$ cat config.mk
export PLATFORM = sky130hd
export DESIGN_NAME = host_regs
export DESIGN_NICKNAME = d
export VERILOG_FILES = /design/src/verilog/vid_pkg.sv /design/src/verilog/host_regs.sv
export SDC_FILE = /design/constraint.sdc
export NUM_CORES = 1
export LEC_CHECK = 0
export ABC_AREA = 1
export BUFFER_PORTS_ARGS = -buffer_cell sky130_fd_sc_hd__buf_2
export CORE_ASPECT_RATIO = 0.75
export CORE_UTILIZATION = 48
export DETAILED_ROUTE_END_ITERATION = 16
export PLACE_DENSITY = 0.75
export REMOVE_ABC_BUFFERS = 1
export SYNTH_ARGS = -nofsm -noshare
export SYNTH_HDL_FRONTEND = slang
export SYNTH_SLANG_ARGS = --single-unit
$ cat constraint.sdc
create_clock -name clk -period 2 [get_ports clk]
set_clock_uncertainty 0.05 [all_clocks]
set_input_delay 0.1 -clock clk [delete_from_list [all_inputs] [get_ports clk]]
set_output_delay 0.1 -clock clk [all_outputs]
set_load 0.02 [all_outputs]
$ cat src/verilog/vid_pkg.sv
/*
 * shared definitions for the bitmap video controller
 * geometry, memory organisation, register numbers, bus encodings, word types
 */
`default_nettype none

package vid_pkg;

    // display geometry, kept tiny so a frame simulates fast
    localparam int H_VISIBLE    = 32;   // visible pixels per line
    localparam int H_TOTAL      = 40;   // pixel periods per line
    localparam int H_SYNC_START = 34;
    localparam int H_SYNC_END   = 37;   // first pixel after hsync
    localparam int V_VISIBLE    = 8;
    localparam int V_TOTAL      = 10;
    localparam int V_SYNC_LINE  = 9;

    // pixel and memory organisation
    localparam int PIX_PER_WORD   = 4;    // 4bpp, high nibble first
    localparam int WORDS_PER_LINE = 8;
    localparam int NUM_BANKS      = 4;    // interleaved on low address bits
    localparam int BANK_DEPTH     = 256;
    localparam int VRAM_AW        = 10;   // 1024 words total
    localparam int PAL_ENTRIES    = 16;

    // host register numbers
    localparam int REG_ADDR = 0;
    localparam int REG_DATA = 1;
    localparam int REG_PAL  = 2;
    localparam int REG_CTRL = 3;

    // bus encodings
    localparam logic CS_ENABLED = 1'b0;
    localparam logic RNW_READ   = 1'b1;
    localparam logic RNW_WRITE  = 1'b0;

    typedef logic [15:0]        vram_word_t;
    typedef logic [11:0]        rgb_t;          // r [11:8], g [7:4], b [3:0]
    typedef logic [VRAM_AW-1:0] vram_addr_t;

endpackage

`default_nettype wire

$ cat src/verilog/host_regs.sv
/*
 * host bus register file with high byte latch and auto-incrementing address
 * vram request generation, read-ahead latch, palette write strobe
 */
`default_nettype none
`timescale 1ns/1ns

module host_regs (
    input  wire logic                clk,
    input  wire logic                reset_i,
    input  wire logic                bus_cs_n_i,        // one access per low cycle
    input  wire logic                bus_rd_nwr_i,
    input  wire logic [1:0]          bus_reg_num_i,
    input  wire logic                bus_bytesel_i,     // 0 = high byte, 1 = low byte
    input  wire logic [7:0]          bus_data_i,
    input  wire logic                host_req_ready_i,
    input  wire logic                host_rdata_valid_i,
    input  wire vid_pkg::vram_word_t rdata_i,
    output      logic [7:0]          bus_data_o,
    output      logic                host_req_valid_o,
    output      logic                host_req_we_o,
    output      vid_pkg::vram_addr_t host_req_addr_o,
    output      vid_pkg::vram_word_t host_req_wdata_o,
    output      logic                pal_we_o,
    output      logic [3:0]          pal_idx_o,
    output      vid_pkg::rgb_t       pal_wdata_o,
    output      logic                video_enable_o
);

    logic                bus_wr;        // write access this cycle
    logic                bus_rd;
    logic                lo_wr;         // low byte write, register takes effect
    logic [7:0]          hi_byte;       // held until the low byte arrives
    vid_pkg::vram_word_t wr_word;       // full 16-bit write value
    vid_pkg::vram_addr_t addr_reg;
    vid_pkg::vram_word_t rd_latch;      // last word returned from vram
    vid_pkg::vram_word_t ctrl_reg;
    vid_pkg::vram_word_t rd_word;       // register selected for readback

    assign bus_wr  = (bus_cs_n_i == vid_pkg::CS_ENABLED) && (bus_rd_nwr_i == vid_pkg::RNW_WRITE);
    assign bus_rd  = (bus_cs_n_i == vid_pkg::CS_ENABLED) && (bus_rd_nwr_i == vid_pkg::RNW_READ);
    assign lo_wr   = bus_wr && bus_bytesel_i;
    assign wr_word = {hi_byte, bus_data_i};

    // palette goes straight through, entry picked by the address register
    assign pal_we_o       = lo_wr && (bus_reg_num_i == vid_pkg::REG_PAL);
    assign pal_idx_o      = addr_reg[3:0];
    assign pal_wdata_o    = wr_word[11:0];
    assign video_enable_o = ctrl_reg[0];

    always_comb begin
        case (bus_reg_num_i)
            2'(vid_pkg::REG_ADDR): rd_word = 16'(addr_reg);
            2'(vid_pkg::REG_DATA): rd_word = rd_latch;
            2'(vid_pkg::REG_CTRL): rd_word = ctrl_reg;
            default:               rd_word = '0;    // palette is write only
        endcase
    end

    always_ff @(posedge clk) begin
        if (bus_wr && !bus_bytesel_i) begin
            hi_byte <= bus_data_i;
        end
        if (host_rdata_valid_i) begin
            rd_latch <= rdata_i;
        end
    end

    always_ff @(posedge clk) begin
        if (reset_i) begin
            host_req_valid_o <= 1'b0;
            addr_reg         <= '0;
            ctrl_reg         <= '0;
            bus_data_o       <= '0;
        end else begin
            if (host_req_valid_o && host_req_ready_i) begin
                host_req_valid_o <= 1'b0;
                if (host_req_we_o) begin
                    addr_reg <= addr_reg + 1'b1;    // read-ahead leaves address alone
                end
            end
            if (lo_wr) begin
                case (bus_reg_num_i)
                    2'(vid_pkg::REG_ADDR): begin
                        addr_reg <= wr_word[vid_pkg::VRAM_AW-1:0];  // wins over increment
                        if (!host_req_valid_o) begin                 // read-ahead
                            host_req_valid_o <= 1'b1;
                            host_req_we_o    <= 1'b0;
                            host_req_addr_o  <= wr_word[vid_pkg::VRAM_AW-1:0];
                        end
                    end
                    2'(vid_pkg::REG_DATA): begin
                        if (!host_req_valid_o) begin    // dropped while one is pending
                            host_req_valid_o <= 1'b1;
                            host_req_we_o    <= 1'b1;
                            host_req_addr_o  <= addr_reg;
                            host_req_wdata_o <= wr_word;
                        end
                    end
                    2'(vid_pkg::REG_CTRL): ctrl_reg <= wr_word;
                    default: ;                          // palette handled above
                endcase
            end
            if (bus_rd) begin
                bus_data_o <= bus_bytesel_i ? rd_word[7:0] : rd_word[15:8];
            end
        end
    end

endmodule

`default_nettype wire

==> impl_metrics.ini, run 1 <==
[synth]
syn_avg_cell_area_um2 = 9.27
ys.flop_type = edfxtp_1
yosysSeqAreaShare = 0.602
ys_seq_elements = 86
ys_types = 22
syn_area_um2 = 3710
synthCells = 400
synth_edf_count = 51
async_flop_share = 0
ys.warnings.count = 0

[critical_path]
arrival_ns = 1.78
cp-end-kind = register
required_ns = 2.21
worstPathCellList = nand3_1 -> nor2_1 -> nand3_1 -> nand2_1 -> nand3_1 -> nand2_1 -> inv_1
cp_common_cell = nand3_1
worstPathMaxFanout = 7
slowest_delay_ns = 0.43
cpMaxStageDelayCell = nor2_1
r2r_cells = 7
startpoint_type = register
critPathKind = reg2reg

[clock_network]
cts.sinks = 86
cts_resized = 0
cts_buffers = 9
clk_pin_slew_ns = 0.08
cts_tree = yes
clock_path_buffers = 2
h-tree-depth = 3
clk-insertion-delay-late_ns = 0.36
cts_root_buf = clkbuf_8

[route]
firstDrtPassIters = 5
drc = 0
wl_per_cell_um = 14.2
route.antenna.remaining_nets = 0
drt_first_iter_violations = 236
totalWireLength_um = 8600
via_per_inst = 5.10
via_count = 3080

[sta]
setup_tns_ns = 0
drv_slew = 0
slew_headroom = 0.679
rsz0062_at_grt = false
max_freq_mhz = 639
fin_ws_ns = 0.434
setup_viol = 0
tightest_slew_ns = 0.480
finalCriticalPeriod_ns = 1.57
period_share = 0.783
hold_viol = 0

[finish]
syn2layout_area_growth_pct = 22.2
final_nets = 532
seqCellArea_um2 = 2230
nFillCells = 632
multi_input_area_um2 = 1130
instances_no_fill = 604
diodes = 0
layout_common_cells = 105 x nand2_1, 86 x buf_2, 51 x edfxtp_1
layout_commonest_cell = nand2_1
layout-drive-gt1-share = 0.223

[die]
coreArea_um2 = 7400
initial_utilization = 0.501
die_x_um = 104
ios = 87
rows = 27
chipHeight_um = 78.1
die-area_um2 = 8090

[placed_design]
dp_cells = 564
hpwlAfterDp_um = 5930
port_buffers = 86
gp_congestion = 0.866
preCtsSetupSlack_ns = 0.489

[status]
status = complete, no violations

[run]
drv_cap = 0

[power_and_ir_drop]
power-per-cell-area_nw_per_um2 = 757
ir_drop_mv = 0.506
power.leakage_nw = 1.96

[hold_path]
hold_path_depth = 4
hp-class = in2reg

[grt]
antenna_found_initial = 0
grt_use_total = 0.226
gr-total-overflow = 0
grt_pass1_vias = 2817
grt_pass1_wl_um = 14000
grt_max_degree = 26
layout make-up:
cell class | instances | area share
clock inverters | 6 | 0.0116
repair buffers | 118 | 0.161
clock buffers | 10 | 0.0281
well taps | 101 | 0.0279
flip-flops and latches | 86 | 0.492
inverters | 36 | 0.0304
multi-input cells | 247 | 0.249
power breakdown:
group          switching (W)  internal (W)
logic               0.000197      0.000119
clock network       0.000585      0.000562
registers          0.0000330       0.00193
per-layer routing:
| metal | part of all wire | global-route usage | routed length (um) | up-vias |
|---|---|---|---|---|
| li1 | - | - | - | 1507 |
| met1 | 0.46 | 0.310 | 3970 | 1414 |
| met2 | 0.43 | 0.348 | 3710 | 138 |
| met3 | 0.088 | 0.0664 | 756 | 21 |
| met4 | 0.018 | 0.0638 | 158 | 0 |
| met5 | 0 | 0 | 0 | - |
path summary, 6_finish.rpt:
kind	slack [ns]	to	start
max	0.43	addr_reg[7]	host_req_valid_o
max reg2reg	0.43	addr_reg[7]	host_req_valid_o
min reg2reg	0.41	host_req_wdata_o[13]	hi_byte[5]
min	0.03	host_req_valid_o	host_req_ready_i
synth_stat cells, drive strengths merged (4+ instances only):
cell,n,area [um2]
nand2,107,417
edfxtp,51,1530
nand3,45,225
dfxtp,35,701
inv,34,130
a21oi,33,165
nor2,27,109
buf,26,194
o21ai,22,110
clkbuf,5,18.8
nand4,5,31.3
nor3,4,31.3
per-stage QoR:
stage	cell area (um2)	power, W	util	hold slack, ns
after floorplan	3500	0.00213	-	0.119
after global placement	4110	0.00228	0.556	0.226
after detailed placement	4110	0.00229	0.556	0.228
after CTS	4530	0.00344	0.613	0.00726
after global routing	4530	0.00356	0.613	0.0404
final	4530	0.00343	0.613	0.0307
worst max-delay path: cells and delay by family, from the launching register on:
kind | cells | cell delay [ns]
DFF | 1 | 0.42
and+or+nand+nor | 6 | 0.96
buffers and inverters | 1 | 0.03
cell families (layout without fill, tap and decap cells):
kind of cell | Yosys count | count (layout) | synth area share
flops | 86 | 86 | 0.602
simple gates | 188 | 188 | 0.219
buf+inv | 67 | 170 | 0.0944
xor+xnor | 3 | 3 | 0.00708
fa+ha+maj | 1 | 1 | 0.00337
compound gates | 55 | 55 | 0.0742
timing repair:
item / 4_1_cts / 5_1_grt
setup buffers: 0 / 0
hold endpoints to repair: 32 / 0
hold buffers: 24 / 0
Power figures use the tool's default switching activity.
==> inputs of run 2 (changes only) <==
--- a/config.mk
+++ b/config.mk
@@ -8,9 +8,9 @@
 export ABC_AREA = 1
 export BUFFER_PORTS_ARGS = -buffer_cell sky130_fd_sc_hd__buf_2
 export CORE_ASPECT_RATIO = 0.75
-export CORE_UTILIZATION = 48
+export CORE_UTILIZATION = 53
 export DETAILED_ROUTE_END_ITERATION = 16
-export PLACE_DENSITY = 0.75
+export PLACE_DENSITY = 0.79
 export REMOVE_ABC_BUFFERS = 1
 export SYNTH_ARGS = -nofsm -noshare
 export SYNTH_HDL_FRONTEND = slang
==> constraint.sdc (replaced) <==
create_clock -name clk -period 1.6 [get_ports clk]
set_clock_uncertainty 0.05 [all_clocks]
set_input_delay 0.08 -clock clk [delete_from_list [all_inputs] [get_ports clk]]
set_output_delay 0.08 -clock clk [all_outputs]
set_load 0.02 [all_outputs]
==> run 2 against run 1 <==
Compared with the run above:
- first-iteration DRC count grew 5.5%
- register-to-register slack got worse by 0.30 ns
- sequential share of layout area shrank 0.47 points
- critical endpoint is now addr_reg[4]
- largest power group unchanged
==> impl_metrics.ini, run 2 (synthesized netlist as in run 1, its figures left out) <==
[power_and_ir_drop]
power-per-cell-area_nw_per_um2 = 988
power.total_w = 0.00452
power.leakage_nw = 1.99
ir_drop_mv = 0.616

[critical_path]
cp-end-kind = register
worstPathMaxFanout = 7
r2r_cells = 8
critPathKind = reg2reg
required_ns = 1.83
arrival_ns = 1.70
startpoint = addr_reg[0]
r2r-start = addr_reg[0]
startpoint_type = register

[finish]
layout-drive-gt1-share = 0.233
layout_common_cells = 105 x nand2_1, 86 x buf_2, 51 x edfxtp_1
diodes = 0
final_area_um2 = 4580
nFillCells = 531
instances_no_fill = 591
multi_input_area_um2 = 1130
final_nets = 536
layout_commonest_cell = nand2_1
syn2layout_area_growth_pct = 23.4
seqCellArea_um2 = 2230

[sta]
max_freq_mhz = 681
period_share = 0.918
finalCriticalPeriod_ns = 1.47
hold_ws_ns = 0.0219
slew_headroom = 0.693
tightest_slew_ns = 0.459
drv_slew = 0
fin_ws_ns = 0.132
setup_viol = 0
rsz0062_at_grt = false
hold_viol = 0

[die]
initial_utilization = 0.546
die_x_um = 98.6
coreArea_um2 = 6800
ios = 87
rows = 26
die-area_um2 = 7340
chipHeight_um = 74.5

[placed_design]
dp_cells = 551
hpwlAfterDp_um = 5730
dpl_cell_area_um2 = 4120
port_buffers = 86
preCtsSetupSlack_ns = 0.0935
gp_congestion = 0.949

[clock_network]
clk-insertion-delay-late_ns = 0.37
cts.sinks = 86
cts_setup_buffers = 0
cts_buffers = 9
clock_path_buffers = 2
cts_root_buf = clkbuf_8
clk_pin_slew_ns = 0.09
h-tree-depth = 3
cts_tree = yes

[route]
wl_met1_um = 3890
via_per_inst = 5.16
wl_met2_um = 3880
via_count = 3052
dr_wl_met3_um = 627
drc = 0
drt_first_iter_violations = 249
top_layer_used = met4
route.antenna.remaining_nets = 0
wl_per_cell_um = 14.5
totalWireLength_um = 8580
firstDrtPassIters = 6

[grt]
grt_pass1_wl_um = 13600
grt_max_degree = 26
gr-total-overflow = 0
grt_use_total = 0.248
antenna_found_initial = 0
grt_pass1_vias = 2731

[status]
status = complete, no violations

[hold_path]
hold_path_depth = 4
hp-start = reset_i
hp-class = in2reg

[run]
drv_cap = 0
[run 2: cell types whose count changed in the layout (fill, tap and decap cells not counted)]
cell / before / now
inv_6: 0 / 1
buf_4: 8 / 12
clkinvlp_4: 0 / 1
nor2_1: 26 / 25
nor2_2: 0 / 1
bufinv_16: 1 / 2
clkbuf_1: 1 / 2
clkinv_2: 3 / 1
clkinv_1: 4 / 2
[run 2: layer usage]
metal / track usage / up-vias
met1: 0.336 / 1392
met4: 0.0912 / 0
met3: 0.0799 / 17
li1: - / 1513
met5: 0 / -
met2: 0.381 / 130
[run 2: cell type report]
| type | count | area share |
|---|---|---|
| clock buffers | 11 | 0.0287 |
| clock inverters | 5 | 0.0178 |
| inverters | 36 | 0.0301 |
| multi-input cells | 247 | 0.247 |
| flip-flops and latches | 86 | 0.488 |
| well taps | 84 | 0.0230 |
| repair buffers | 122 | 0.166 |
[run 2: through the flow]
| stage | utilization | TNS (ns) |
|---|---|---|
| after detailed placement | 0.606 | 0 |
| after floorplan | - | -5.39 |
| after CTS | 0.673 | 0 |
| after global placement | 0.606 | 0 |
| final | 0.673 | 0 |
| after global routing | 0.673 | 0 |
[run 2: final timing paths]
path | end | slack [ns]
max | addr_reg[4] | 0.13
min | host_req_valid_o | 0.02
max reg2reg | addr_reg[4] | 0.13
min reg2reg | host_req_wdata_o[15] | 0.41
[run 2: critical path, stage by stage, from the launching register on]
cell and delay [ns]:
dfxtp_1 0.49, ha_1 0.21, inv_1 0.06, nor2_2 0.19, nand2_1 0.10, xor2_1 0.13, nand2_1 0.06, nand2_1 0.06
inv_1 0.04
[run 2: where the power goes]
group	switching, W	internal (W)	leakage [nW]
sequential	0.0000413	0.00242	0.757
clock	0.000782	0.000883	0.104
combinational	0.000244	0.000152	1.13
[run 2: repair_timing]
action,CTS,global route
resized for setup,0,1
hold buffers,24,0
hold endpoints to repair,35,0
endpoints found under the setup margin,0,1
==> inputs of run 3 (changes only) <==
==> constraint.sdc (replaced) <==
create_clock -name clk -period 1.6 [get_ports clk]
set_clock_uncertainty 0.05 [all_clocks]
set_input_delay 0.32 -clock clk [delete_from_list [all_inputs] [get_ports clk]]
set_output_delay 0.32 -clock clk [all_outputs]
set_load 0.02 [all_outputs]
==> run 3 against run 2 <==
Compared with the run above:
- global-route usage fell by 0.78 points
- non-clock buffer count fell by 15
- sequential power barely moved
- die area did not move
- setup slack got worse by 0.039 ns
- fmax fell by 2.6%
- critical path depth fell by 3
- clock-buffer cell count did not move
- design area fell by 3.8%
- cell count fell by 2.7%
- combinational power fell by 5.8%
- routed wire length fell by 4.1%
- critical endpoint is now pal_we_o
- largest cell class unchanged
==> impl_metrics.ini, run 3 (synthesized netlist as in run 1, its figures left out) <==
[grt]
grt_pass1_vias = 2731
grt.busiest_layer = met2
use_met3 = 0.0611
grt_max_degree = 22
antenna_found_initial = 0
gr-total-overflow = 0
grt_pass1_wl_um = 13300
grt_util_met2 = 0.376
grt_use_total = 0.241
gr-usage-met1 = 0.325

[sta]
slew_headroom = 0.773
rsz0062_at_grt = false
setup_viol = 0
setup_tns_ns = 0
hold_viol = 0
finalCriticalPeriod_ns = 1.51
period_share = 0.942
tightest_slew_ns = 0.340
max_freq_mhz = 664
drv_slew = 0

[critical_path]
required_ns = 1.23
arrival_ns = 1.14
regToRegEndpoint = addr_reg[4]
r2r_cells = 7
cpMaxStageDelayCell = nor3_4
critPathTopFamily = simple AND/OR/NAND/NOR gates
worstPathCellList = buf_2 -> nor3_4 -> inv_1 -> nor3_1 -> buf_2
startpoint_type = input port
reg2reg_setup_slack_ns = 0.21
path_buf_inv = 3
cp-end-kind = output pin
critPathKind = in2out
r2r-start = addr_reg[2]
slowest_delay_ns = 0.24
worstPathMaxFanout = 3
cp_common_cell = buf_2

[finish]
final_nets = 521
layout_common_cells = 105 x nand2_1, 86 x buf_2, 51 x edfxtp_1
instances_no_fill = 575
multi_input_area_um2 = 1130
seqCellArea_um2 = 2230
layout-drive-gt1-share = 0.257
layout_commonest_cell = nand2_1
diodes = 0
nFillCells = 558
syn2layout_area_growth_pct = 18.7

[clock_network]
postCtsHoldBufs = 0
cts_buffers = 9
cts_setup_buffers = 0
cts.sinks = 86
cts_root_buf = clkbuf_8
cts_resized = 0
clk_pin_slew_ns = 0.08
cts_tree = yes
h-tree-depth = 3
clock_path_buffers = 2
clk-insertion-delay-late_ns = 0.35

[die]
initial_utilization = 0.546
die_x_um = 98.6
ios = 87
rows = 26
coreArea_um2 = 6800
die-area_um2 = 7340
chipHeight_um = 74.5

[status]
status = complete, no violations

[hold_path]
hp-start = rdata_i[2]
min_to = rd_latch[2]
hp-class = in2reg
hold_path_depth = 1

[power_and_ir_drop]
ir_drop_mv = 0.698
power.leakage_nw = 1.94
power-per-cell-area_nw_per_um2 = 976

[route]
firstDrtPassIters = 7
totalWireLength_um = 8230
wl_per_cell_um = 14.3
route.antenna.remaining_nets = 0
via_per_inst = 5.26
drt_first_iter_violations = 195
via_count = 3022
drc = 0

[placed_design]
hpwlAfterDp_um = 6030
dp_cells = 560
port_buffers = 86
gp_congestion = 0.849

[run]
drv_cap = 0
## run 3: worst reg2reg max path, delay by kind of cell, from the launching register on
family | cells | cell delay, ns
simple gates | 5 | 0.60
flops | 1 | 0.47
xor+xnor | 1 | 0.14
buf+inv | 1 | 0.03
## run 3: how the worst max path moves through the flow
stage	from	end	slack (ns)	cells after the start
finish	bus_rd_nwr_i	pal_we_o	0.09	5
CTS	bus_rd_nwr_i	pal_we_o	0.11	5
global placement	bus_reg_num_i[1]	host_req_wdata_o[5]	-0.01	5
global route	addr_reg[2]	addr_reg[4]	0.07	7
floorplan	bus_rd_nwr_i	host_req_wdata_o[0]	-0.58	3
detailed placement	bus_rd_nwr_i	addr_reg[5]	0.03	8
## run 3: area by class of cell
class	instances	share of cell area
multi-input combinational	247	0.256
sequential	86	0.507
inverter	36	0.0313
tap	84	0.0239
clock buffer	11	0.0321
timing repair buffer	107	0.139
clock inverter	4	0.0108
## run 3: layer usage
layer  wire [um]  share of wire
met1        3820           0.46
met2        3660           0.44
met3         575          0.070
met4         170          0.021
met5           0              0
## run 3: power by group
group	internal (W)	leakage (nW)	switching, W
registers	0.00242	0.757	0.0000381
logic	0.000131	1.09	0.000242
clock network	0.000750	0.0952	0.000721
## run 3: through the flow
step                      worst slack, ns  hold slack, ns  area (um2)   util  power, W
after floorplan                    -0.577           0.339        3500      -   0.00266
after global placement            -0.0129           0.395        4220  0.620   0.00286
after detailed placement           0.0314           0.386        4220  0.620   0.00288
after CTS                           0.114          0.0748        4400  0.648   0.00433
after global routing               0.0658          0.0713        4400  0.648   0.00448
final                              0.0932          0.0864        4400  0.648   0.00430
